**src/logic/ttc_cfg_pkg.sv**
```systemverilog
package ttc_cfg_pkg;

  // ------------------------------------------------------------------
  // Channel dimensions
  // ------------------------------------------------------------------

  localparam int cnt_w   = 16;                      // Counter width
  localparam int n_match = 3;                       // Match comparators per channel

  // Wrap point in overflow mode
  localparam logic [cnt_w-1:0] cnt_max = '1;

  // ------------------------------------------------------------------
  // Event strobes, one cycle each
  // ------------------------------------------------------------------

  typedef struct packed {
    logic             interval;                     // Count hit interval value
    logic [n_match:1] match;                        // Per comparator hit
    logic             overflow;                     // Count wrapped at all ones
  } ttc_evt_t;

  // ------------------------------------------------------------------
  // Control as seen by counter and comparators
  // ------------------------------------------------------------------

  typedef struct packed {
    logic enable;                                   // Counting on
    logic interval_mode;                            // Wrap at interval value
    logic restart;                                  // One cycle pulse, zeroes count
  } ttc_ctrl_t;

endpackage

```
**src/logic/ttc_reg_pkg.sv**
```systemverilog
package ttc_reg_pkg;

  // ------------------------------------------------------------------
  // Register map, 3 bit word addresses
  // ------------------------------------------------------------------

  localparam logic [2:0] addr_ctrl     = 3'd0;      // enable, interval_mode, restart
  localparam logic [2:0] addr_interval = 3'd1;      // Interval wrap value
  localparam logic [2:0] addr_match1   = 3'd2;
  localparam logic [2:0] addr_match2   = 3'd3;
  localparam logic [2:0] addr_match3   = 3'd4;
  localparam logic [2:0] addr_count    = 3'd5;      // Read only
  localparam logic [2:0] addr_intr     = 3'd6;      // Clears on read
  localparam logic [2:0] addr_intr_en  = 3'd7;

  // Interrupt register width, top bit unused
  localparam int intr_w = 6;

  // Writable bits of the enable register
  localparam logic [intr_w-1:0] intr_en_mask = {1'b0, {(intr_w-1){1'b1}}};

  // ------------------------------------------------------------------
  // Field layouts
  // ------------------------------------------------------------------

  // pwdata on a control write
  typedef struct packed {
    logic [ttc_cfg_pkg::cnt_w-4:0] rsvd;            // Reads zero
    logic                          restart;         // Bit 2
    logic                          interval_mode;   // Bit 1
    logic                          enable;          // Bit 0
  } ttc_ctrl_fld_t;

  // Interrupt and enable register bits
  typedef struct packed {
    logic rsvd;                                     // Bit 5, always zero
    logic overflow;
    logic match3;
    logic match2;
    logic match1;
    logic interval;                                 // Bit 0
  } ttc_intr_fld_t;

endpackage

```
**src/logic/ttc_regs.sv**
```systemverilog
module ttc_regs
  import ttc_cfg_pkg::*;
  import ttc_reg_pkg::*;
(
  input  logic                          pclk27,
  input  logic                          n_p_reset27,
  input  logic                          psel,
  input  logic                          pwrite,
  input  logic [2:0]                    paddr,
  input  logic [cnt_w-1:0]              pwdata,
  output logic [cnt_w-1:0]              prdata,
  input  logic [cnt_w-1:0]              count,
  input  logic [intr_w-1:0]             intr_reg,
  input  logic [intr_w-1:0]             intr_en,
  output ttc_ctrl_t                     ctrl,
  output logic [cnt_w-1:0]              interval_val,
  output logic [n_match:1][cnt_w-1:0]   match_val,
  output logic                          intr_en_reg_sel,
  output logic                          clear_interrupt
);

  logic          wr_en;        // Write strobe, any address
  logic          rd_en;        // Read strobe, any address
  ttc_ctrl_fld_t wr_ctrl;      // pwdata seen as control fields

  assign wr_en   = psel && pwrite;
  assign rd_en   = psel && !pwrite;
  assign wr_ctrl = ttc_ctrl_fld_t'(pwdata);

  // Strobes into the interrupt block
  assign intr_en_reg_sel = wr_en && (paddr == addr_intr_en);
  assign clear_interrupt = rd_en && (paddr == addr_intr);    // Read clears

  // ------------------------------------------------------------------
  // Register file
  // ------------------------------------------------------------------

  always_ff @(posedge pclk27 or negedge n_p_reset27)
  begin
    if (!n_p_reset27)
    begin
      ctrl         <= '0;
      interval_val <= '0;
      match_val    <= '0;
    end
    else
    begin
      // Restart lives one cycle only
      ctrl.restart <= wr_en && (paddr == addr_ctrl) && wr_ctrl.restart;
      if (wr_en)
      begin
        case (paddr)
          addr_ctrl:
          begin
            ctrl.enable        <= wr_ctrl.enable;
            ctrl.interval_mode <= wr_ctrl.interval_mode;
          end
          addr_interval: interval_val <= pwdata;
          addr_match1:   match_val[1] <= pwdata;
          addr_match2:   match_val[2] <= pwdata;
          addr_match3:   match_val[3] <= pwdata;
          default:       ;                                // count, intr are not writable here
        endcase
      end
    end
  end

  // ------------------------------------------------------------------
  // Read mux, same cycle
  // ------------------------------------------------------------------

  always_comb
  begin
    ttc_ctrl_fld_t rd_ctrl;
    rd_ctrl               = '0;
    rd_ctrl.enable        = ctrl.enable;
    rd_ctrl.interval_mode = ctrl.interval_mode;      // restart is write only
    prdata                = '0;
    if (rd_en)
    begin
      case (paddr)
        addr_ctrl:     prdata = rd_ctrl;
        addr_interval: prdata = interval_val;
        addr_match1:   prdata = match_val[1];
        addr_match2:   prdata = match_val[2];
        addr_match3:   prdata = match_val[3];
        addr_count:    prdata = count;
        addr_intr:     prdata = {{(cnt_w-intr_w){1'b0}}, intr_reg};
        default:       prdata = {{(cnt_w-intr_w){1'b0}}, intr_en};
      endcase
    end
  end

  // Clear only ever comes from a bus read
  clr_from_read: assert property (@(posedge pclk27) disable iff (!n_p_reset27)
    clear_interrupt |-> (psel && !pwrite));

endmodule

```
**src/logic/ttc_counter.sv**
```systemverilog
module ttc_counter
  import ttc_cfg_pkg::*;
(
  input  logic             pclk27,
  input  logic             n_p_reset27,
  input  ttc_ctrl_t        ctrl,
  input  logic [cnt_w-1:0] interval_val,
  output logic [cnt_w-1:0] count,
  output logic             interval_evt,
  output logic             overflow_evt
);

  logic interval_hit;     // Interval mode wrap point reached
  logic overflow_hit;     // Free running wrap point reached

  assign interval_hit = ctrl.interval_mode && (count == interval_val);
  assign overflow_hit = !ctrl.interval_mode && (count == cnt_max);

  // ------------------------------------------------------------------
  // Count and wrap strobes
  // ------------------------------------------------------------------

  always_ff @(posedge pclk27 or negedge n_p_reset27)
  begin
    if (!n_p_reset27)
    begin
      count        <= '0;
      interval_evt <= 1'b0;
      overflow_evt <= 1'b0;
    end
    else
    begin
      // Strobes default low, one cycle wide
      interval_evt <= 1'b0;
      overflow_evt <= 1'b0;
      if (ctrl.enable)
      begin
        if (ctrl.restart)
        begin
          count <= '0;                        // No event on restart
        end
        else if (interval_hit)
        begin
          count        <= '0;
          interval_evt <= 1'b1;
        end
        else if (overflow_hit)
        begin
          count        <= '0;
          overflow_evt <= 1'b1;
        end
        else
        begin
          count <= count + 1'b1;
        end
      end
      // Disabled, count holds
    end
  end

  // Once inside the interval window, counting keeps it there
  interval_bound: assert property (@(posedge pclk27) disable iff (!n_p_reset27)
    (ctrl.enable && ctrl.interval_mode && (count <= interval_val))
      |=> (count <= $past(interval_val)));

endmodule

```
**src/logic/ttc_match.sv**
```systemverilog
module ttc_match
  import ttc_cfg_pkg::*;
(
  input  logic                        pclk27,
  input  logic                        n_p_reset27,
  input  logic                        enable,
  input  logic [cnt_w-1:0]            count,
  input  logic [n_match:1][cnt_w-1:0] match_val,
  output logic [n_match:1]            match_evt
);

  logic [n_match:1] hit;  // Combinational equality per comparator

  // ------------------------------------------------------------------
  // Comparators
  // ------------------------------------------------------------------

  always_comb
  begin
    for (int i = 1; i <= n_match; i++)
    begin
      hit[i] = enable && (count == match_val[i]);   // Only while counting
    end
  end

  // Registered strobes high the cycle after the hit
  always_ff @(posedge pclk27 or negedge n_p_reset27)
  begin
    if (!n_p_reset27)
    begin
      match_evt <= '0;
    end
    else
    begin
      match_evt <= hit;
    end
  end

endmodule

```
**src/logic/ttc_interrupt_lite.sv**
```systemverilog
module ttc_interrupt_lite
  import ttc_cfg_pkg::*;
  import ttc_reg_pkg::*;
(
  input  logic              pclk27,
  input  logic              n_p_reset27,
  input  logic [intr_w-1:0] pwdata,
  input  logic              intr_en_reg_sel,
  input  logic              clear_interrupt,
  input  ttc_evt_t          evt,
  output logic              interrupt,
  output logic [intr_w-1:0] interrupt_reg_out,
  output logic [intr_w-1:0] interrupt_en_out
);

  ttc_intr_fld_t     intr_detect;        // Events in register bit order
  logic [intr_w-1:0] int_sync_reg;       // Events delayed one cycle
  logic [intr_w-1:0] int_cycle_reg;      // Rising edges one cycle wide
  logic [intr_w-1:0] interrupt_reg;
  logic [intr_w-1:0] interrupt_en_reg;
  logic              interrupt_set;      // Edge seen last cycle blocks clear

  // Map the event bus onto the register layout
  always_comb
  begin
    intr_detect          = '0;           // Bit 5 stays zero
    intr_detect.interval = evt.interval;
    intr_detect.match1   = evt.match[1];
    intr_detect.match2   = evt.match[2];
    intr_detect.match3   = evt.match[3];
    intr_detect.overflow = evt.overflow;
  end

  assign interrupt         = |interrupt_reg;
  assign interrupt_reg_out = interrupt_reg;
  assign interrupt_en_out  = interrupt_en_reg;

  // ------------------------------------------------------------------
  // Edge detect and interrupt register
  // ------------------------------------------------------------------

  always_ff @(posedge pclk27 or negedge n_p_reset27)
  begin
    if (!n_p_reset27)
    begin
      int_sync_reg  <= '0;
      int_cycle_reg <= '0;
      interrupt_set <= 1'b0;
      interrupt_reg <= '0;
    end
    else
    begin
      int_sync_reg  <= intr_detect;
      int_cycle_reg <= intr_detect & ~int_sync_reg;    // Rising edges only
      interrupt_set <= |int_cycle_reg;
      // Edges at the clearing edge still land
      if (clear_interrupt && !interrupt_set)
        interrupt_reg <= int_cycle_reg & interrupt_en_reg;
      else
        interrupt_reg <= interrupt_reg | (int_cycle_reg & interrupt_en_reg);
    end
  end

  // Enable register with bit 5 held low
  always_ff @(posedge pclk27 or negedge n_p_reset27)
  begin
    if (!n_p_reset27)
      interrupt_en_reg <= '0;
    else if (intr_en_reg_sel)
      interrupt_en_reg <= pwdata & intr_en_mask;
  end

  unused_bit_low: assert property (@(posedge pclk27) disable iff (!n_p_reset27)
    !interrupt_reg[intr_w-1]);

endmodule

```
**src/logic/ttc_top.sv**
```systemverilog
module ttc_top
  import ttc_cfg_pkg::*;
  import ttc_reg_pkg::*;
(
  input  logic             pclk27,
  input  logic             n_p_reset27,
  input  logic             psel,
  input  logic             pwrite,
  input  logic [2:0]       paddr,
  input  logic [cnt_w-1:0] pwdata,
  output logic [cnt_w-1:0] prdata,
  output logic             interrupt
);

  // ------------------------------------------------------------------
  // Channel nets
  // ------------------------------------------------------------------

  ttc_ctrl_t                   ctrl;
  logic [cnt_w-1:0]            interval_val;
  logic [n_match:1][cnt_w-1:0] match_val;
  logic [cnt_w-1:0]            count;
  logic                        intr_en_reg_sel;
  logic                        clear_interrupt;
  logic [intr_w-1:0]           intr_reg;     // Readback of interrupt register
  logic [intr_w-1:0]           intr_en;      // Readback of enable register
  ttc_evt_t                    evt;          // Filled by counter and match unit

  ttc_regs regs_inst (
    .pclk27          (pclk27),
    .n_p_reset27     (n_p_reset27),
    .psel            (psel),
    .pwrite          (pwrite),
    .paddr           (paddr),
    .pwdata          (pwdata),
    .prdata          (prdata),
    .count           (count),
    .intr_reg        (intr_reg),
    .intr_en         (intr_en),
    .ctrl            (ctrl),
    .interval_val    (interval_val),
    .match_val       (match_val),
    .intr_en_reg_sel (intr_en_reg_sel),
    .clear_interrupt (clear_interrupt)
  );

  ttc_counter counter_inst (
    .pclk27       (pclk27),
    .n_p_reset27  (n_p_reset27),
    .ctrl         (ctrl),
    .interval_val (interval_val),
    .count        (count),
    .interval_evt (evt.interval),
    .overflow_evt (evt.overflow)
  );

  ttc_match match_inst (
    .pclk27      (pclk27),
    .n_p_reset27 (n_p_reset27),
    .enable      (ctrl.enable),
    .count       (count),
    .match_val   (match_val),
    .match_evt   (evt.match)
  );

  // Only the low bits of pwdata reach the enable register
  ttc_interrupt_lite intr_inst (
    .pclk27            (pclk27),
    .n_p_reset27       (n_p_reset27),
    .pwdata            (pwdata[intr_w-1:0]),
    .intr_en_reg_sel   (intr_en_reg_sel),
    .clear_interrupt   (clear_interrupt),
    .evt               (evt),
    .interrupt         (interrupt),
    .interrupt_reg_out (intr_reg),
    .interrupt_en_out  (intr_en)
  );

endmodule

```
**config.mk**
```make
export PLATFORM = sky130hd
export DESIGN_NAME = ttc_top
export DESIGN_NICKNAME = d
export VERILOG_FILES = /design/src/logic/ttc_cfg_pkg.sv /design/src/logic/ttc_reg_pkg.sv /design/src/logic/ttc_regs.sv /design/src/logic/ttc_counter.sv /design/src/logic/ttc_match.sv /design/src/logic/ttc_interrupt_lite.sv /design/src/logic/ttc_top.sv
export SDC_FILE = /design/constraint.sdc
export NUM_CORES = 1
export LEC_CHECK = 0
export BUFFER_PORTS_ARGS = -buffer_cell sky130_fd_sc_hd__buf_2
export CAP_MARGIN = 20
export CORE_MARGIN = 2
export CORE_UTILIZATION = 65
export DETAILED_ROUTE_END_ITERATION = 12
export GPL_TIMING_DRIVEN = 0
export PLACE_DENSITY = 0.83
export SLEW_MARGIN = 20
export SYNTH_ARGS = -nofsm -noshare
export SYNTH_HDL_FRONTEND = slang
export SYNTH_SLANG_ARGS = --single-unit
```
**constraint.sdc**
```tcl
create_clock -name pclk27 -period 3.5 [get_ports pclk27]
set_input_delay 0.525 -clock pclk27 [delete_from_list [all_inputs] [get_ports pclk27]]
set_output_delay 0.525 -clock pclk27 [all_outputs]
set_load 0.1 [all_outputs]
```
==> impl_metrics.ini, run 1 <==
[status]
status = finished, final reports clean

[placed_design]
dpl.hpwl_mm = 11.0
place_area_sq_um = 6270
globalplace.congestion = 1.03
port_buffers = 38

[critical_path]
worstPathCellList = buf_2 -> clkbuf_1 -> clkbuf_1 -> buf_1 -> o22ai_1 -> a211oi_2 -> buf_2
arrival_ns = 2.88
setup.worst_path.start = paddr[0]
crit_path_start_kind = input pin
crit_path_max_fanout = 10
cp-endpoint = prdata[4]
regToRegEndpoint = counter_inst.count[7]
r2r_slack_ns = 1.29
critPathRequiredTime_ns = 2.97
reg2reg_from = counter_inst.count[0]
crit_slowest_cell = buf_1
cp-end-kind = output pin
critPathMaxStageDelay_ns = 0.48
worstSetupPathType = in2out
reg2reg_depth = 9

[floorplanning]
fp.dieH_microns = 99.2
die_w_microns = 99.2
io_pins = 40
core_area_sq_um = 8760
rows = 34
dieArea_sq_um = 9850
start_util_pct = 67.3

[cts]
cts.reportedPaths.clkPinSlew_ns = 0.10
cts_root_buffer = clkbuf_8
cts_setup_buffers = 0
cts.repair.resized = 0
clockBufferDepth = 2
cts_tree = built
htreeDepth = 3
clkLatencyLatePin_ns = 0.39
cts_buffers = 9
clock-sinks = 109

[sta]
tightest_slew_ns = 0.809
slew_violations = 0
clock_skew_ns = 0.0201
finalHoldViolCount = 0
fin_crit_sh_pct = 97.4
max_freq_mhz = 293
fin_tns_setup_ns = 0
max-slew-margin-rel_pct = 45.8
rsz0062_at_grt = no
hold_ws_ns = 0.375
min_period_ns = 3.41
setup_viol = 0

[run]
max-cap-violations = 0

[power_and_ir_drop]
powerDensity_nw_per_um2 = 547
ir_drop_uv = 325
total_leakage_power_nw = 3.08

[detailed_routing]
wl_per_cell_microns = 22.5
wirelength_mm = 15.3
drt_iter0_drc = 467
dr.pass1.iters = 8
num_vias = 4619
drc_errors = 0
avgViaCountPerCell = 6.78
final_antenna_net_count = 0

[synth]
syn_inst = 517
avgSynthCellArea_sq_um = 11.4
synth_cell_type_count = 52
yosys_warnings = 0
synth_fp_nets = 541
synth-edff-count = 0
synth_seq_cells = 109
ys_seq_area_share_pct = 46.3
synth-async-reset-ratio_pct = 100
syn_area_sq_um = 5890
synth_flop_cell = dfrtp_1

[grt]
grt_max_degree = 84
grt_overflow = 0
groute.usage.overall_pct = 32.5
antenna_found_initial = 0
grt_first_pass_wirelength_mm = 24.6
grt_pass1_vias = 4494

[final_layout]
num-nets-final = 592
drive_above_1_share_pct = 27.4
top_regs = regs_inst.match_val (48), counter_inst.count (16), regs_inst.interval_val (16)
syn_to_final_growth_pct = 9.91
stdcell_area_sq_um = 6480
largest_reg_flops = 48
regMostFlops = regs_inst.match_val
antenna-diode-count = 0

[min_path]
hold_path_class = reg2reg
==> layer usage <==
layer / track usage [%] / vias to the layer above / wire length, microns
met5: 0 / - / 0
met2: 51.4 / 257 / 7180
met1: 45.3 / 2317 / 6270
li1: - / 1989 / -
met3: 5.97 / 56 / 1350
met4: 11.9 / 0 / 548
==> metrics by stage <==
step / setup slack (ns) / total power, mW / instances / util (%)
3_3_place_gp: 0.221 / 2.72 / 663 / 71.2
3_5_place_dp: 0.188 / 2.76 / 664 / 71.6
4_1_cts: 0.171 / 3.52 / 681 / 73.9
5_1_grt: 0.0258 / 3.69 / 681 / 73.9
2_1_floorplan: -0.818 / 2.45 / 517 / -
6_report: 0.0902 / 3.54 / 681 / 73.9
==> kinds of logic (layout without fill, tap and decap cells) <==
logic type | count (synthesis) | after routing | share of synthesized area (%)
xor gates and xnor gates | 65 | 65 | 9.66
adders and majority gates | 1 | 1 | 0.212
buffers and inverters | 40 | 96 | 3.76
muxes | 94 | 94 | 18.0
and+or+nand+nor | 133 | 133 | 12.1
AOI/OAI and AO/OA | 75 | 75 | 9.96
DFF | 109 | 109 | 46.3
==> synth_stat cells, types with 2 or more instances <==
cell type	instances	area (sq um)
a211oi_1	8	60.1
a21o_1	3	22.5
a21oi_1	6	30.0
a221o_1	5	50.1
a221oi_1	7	61.3
a222oi_1	6	60.1
a22o_1	16	140
and2_1	2	12.5
and3_1	6	37.5
and4_1	2	17.5
buf_1	5	18.8
buf_2	14	70.1
buf_6	5	56.3
clkbuf_1	13	48.8
dfrtp_1	109	2730
mux2_1	14	158
mux2_2	72	811
mux2i_1	7	70.1
nand2_1	17	63.8
nand2b_1	3	18.8
nand3_1	11	55.1
nand4_1	10	62.6
nor2_1	32	120
nor2b_1	11	68.8
nor3_1	14	70.1
nor4_1	12	75.1
nor4b_1	3	26.3
o21ai_0	8	40.0
o22ai_1	5	31.3
o2bb2ai_1	2	17.5
o31ai_1	4	30.0
or3_1	2	12.5
xnor2_1	10	87.6
xor2_1	55	482
==> worst max-delay path: cells and delay by family <==
family	cells	cell delay (ns)
buffers and inverters	5	1.92
AO/OA/AOI/OAI	2	0.43
==> final cells by class <==
cell class | count | area [sq um]
fill | 591 | 2280
multi-input combinational | 368 | 2970
sequential | 109 | 2730
tap | 108 | 135
buffer | 38 | 214
timing repair buffer | 40 | 234
inverter | 2 | 7.51
clock buffer | 11 | 151
clock inverter | 5 | 43.8
==> worst min path at each step <==
stage / start / to / slack, ns / cells past startpoint
floorplan: n_p_reset27 / counter_inst.count[0] / 0.23 / 0
global placement: match_inst.match_evt[3] / intr_inst.int_sync_reg[3] / 0.35 / 0
detailed placement: counter_inst.overflow_evt / intr_inst.int_sync_reg[4] / 0.35 / 0
CTS: counter_inst.overflow_evt / intr_inst.int_sync_reg[4] / 0.38 / 0
global route: counter_inst.overflow_evt / intr_inst.int_sync_reg[4] / 0.38 / 0
finish: counter_inst.overflow_evt / intr_inst.int_sync_reg[4] / 0.37 / 0
==> report_power, final <==
group	switching [mW]	total (mW)	internal [mW]
registers	0.233	1.71	1.48
clock network	0.459	0.765	0.306
logic	0.603	1.06	0.462
==> cells in the final DEF, fill, tap and decap left out, types with 13 or more instances in the layout <==
cell type	count
a22o_1	16
buf_2	51
clkbuf_1	13
dfrtp_1	109
mux2_1	14
mux2_2	72
nand2_1	17
nor2_1	32
nor3_1	14
xor2_1	55
==> timing repair <==
action	CTS	global route
endpoints found under the hold margin	15	0
endpoints found under the setup margin	0	0
hold buffers	1	0
Power figures use the tool's default switching activity.
==> run 2, diff against run 1 <==
--- a/config.mk
+++ b/config.mk
@@ -6,12 +6,11 @@
 export NUM_CORES = 1
 export LEC_CHECK = 0
 export BUFFER_PORTS_ARGS = -buffer_cell sky130_fd_sc_hd__buf_2
-export CAP_MARGIN = 20
 export CORE_MARGIN = 2
-export CORE_UTILIZATION = 65
+export CORE_UTILIZATION = 56
 export DETAILED_ROUTE_END_ITERATION = 12
 export GPL_TIMING_DRIVEN = 0
-export PLACE_DENSITY = 0.83
+export PLACE_DENSITY = 0.73
 export SLEW_MARGIN = 20
 export SYNTH_ARGS = -nofsm -noshare
 export SYNTH_HDL_FRONTEND = slang
==> impl_metrics.ini, run 2 (same netlist as run 1, synthesis figures left out) <==
[critical_path]
reg2reg_depth = 9
setup.worst_path.start = paddr[0]
cp-end-kind = output pin
crit_path_max_fanout = 10
reg2reg_from = counter_inst.count[0]
arrival_ns = 2.71
worstSetupPathType = in2out
critPathRequiredTime_ns = 2.97
crit_path_start_kind = input pin

[placed_design]
pre_cts_slack_ns = 0.196
port_buffers = 38
globalplace.congestion = 0.993
dpl.hpwl_mm = 11.4

[final_layout]
top_regs = regs_inst.match_val (48), counter_inst.count (16), regs_inst.interval_val (16)
antenna-diode-count = 0
drive_above_1_share_pct = 27.4
num-nets-final = 591
syn_to_final_growth_pct = 10.4
regMostFlops = regs_inst.match_val
layout_common_cells = 109 x dfrtp_1, 72 x mux2_2, 55 x xor2_1, 51 x buf_2, 32 x nor2_1
largest_reg_flops = 48
final_common_cell = dfrtp_1

[sta]
setup_viol = 0
slew_violations = 0
max_freq_mhz = 309
hold_ws_ns = 0.0197
min_period_ns = 3.24
fin_crit_sh_pct = 92.6
clock_skew_ns = 0.0133
fin_tns_setup_ns = 0
rsz0062_at_grt = no
finalHoldViolCount = 0
max-slew-margin-rel_pct = 47.4
tightest_slew_ns = 0.785
setup_ws_ns = 0.261

[floorplanning]
die_w_microns = 107
core_area_sq_um = 10300
rows = 37
dieArea_sq_um = 11400
fp.dieH_microns = 107
io_pins = 40
start_util_pct = 57.4

[cts]
cts.reportedPaths.clkPinSlew_ns = 0.11
clkLatencyLatePin_ns = 0.39
clock-sinks = 109
cts_buffers = 9
cts_tree = built
cts_root_buffer = clkbuf_8
cts_setup_buffers = 0
clockBufferDepth = 2
htreeDepth = 3

[detailed_routing]
wl_per_cell_microns = 21.8
drt_iter0_drc = 330
num_vias = 4467
dr.pass1.iters = 5
wirelength_mm = 15.4
avgViaCountPerCell = 6.31
final_antenna_net_count = 0
drc_errors = 0

[grt]
grt_pass1_vias = 4337
antenna_found_initial = 0
grt_max_degree = 68
grt_overflow = 0
grt_first_pass_wirelength_mm = 24.3
groute.usage.overall_pct = 28.7

[power_and_ir_drop]
powerDensity_nw_per_um2 = 547
ir_drop_uv = 413
total_leakage_power_nw = 3.08

[run]
max-cap-violations = 0

[status]
status = finished, final reports clean

[min_path]
hold_path_class = in2async
-- run 2: worst max-delay path, cell delays in order --
cell and delay, ns:
buf_2 0.10, clkbuf_1 0.21, nor2b_1 0.34, clkbuf_1 0.54, a221oi_1 0.26, a211oi_2 0.26, buf_2 0.46
-- run 2: worst paths after layout --
check / end / slack [ns]
setup / recovery: prdata[4] / 0.26
hold / removal: counter_inst.count[2] / 0.02
setup reg to reg: counter_inst.count[9] / 1.16
hold reg to reg: intr_inst.int_sync_reg[1] / 0.39
max in group asynchronous: regs_inst.match_val[0] / 2.83
min in group pclk27: regs_inst.match_val[29] / 0.39
-- run 2: cell type report --
cell class | instances | area, sq um
Buffer | 38 | 215
Clock buffer | 10 | 128
Clock inverter | 6 | 70.1
Fill cell | 872 | 3770
Inverter | 2 | 7.51
Multi-Input combinational cell | 368 | 2970
Sequential cell | 109 | 2730
Tap cell | 136 | 170
Timing Repair Buffer | 39 | 224
-- run 2: per-layer routing --
layer	GRT usage, %	up-vias	wire [microns]
met1	39.5	2240	6540
li1	-	1993	-
met2	46.0	200	7400
met5	0	-	0
met4	9.65	0	455
met3	5.29	34	1040
-- run 2: repair_timing --
item | 4_1_cts | 5_1_grt
hold buffers | 0 | 0
endpoints found under the setup margin | 0 | 1
resized for setup | 0 | 1
-- run 2: power by group --
part	internal (mW)	leakage (nW)	total (mW)	switching (mW)
clock	0.338	0.101	0.776	0.438
sequential	1.48	1.40	1.72	0.242
combinational	0.460	1.59	1.06	0.604
-- run 2: metrics by stage --
| stage | util, % | cells | power, mW | area, sq um |
|---|---|---|---|---|
| final | 63.3 | 708 | 3.56 | 6510 |
| after global routing | 63.3 | 708 | 3.73 | 6510 |
| after CTS | 63.3 | 708 | 3.56 | 6510 |
| after detailed placement | 61.4 | 692 | 2.78 | 6310 |
| after global placement | 61.1 | 691 | 2.74 | 6270 |
| after floorplan | - | 517 | 2.45 | 5910 |
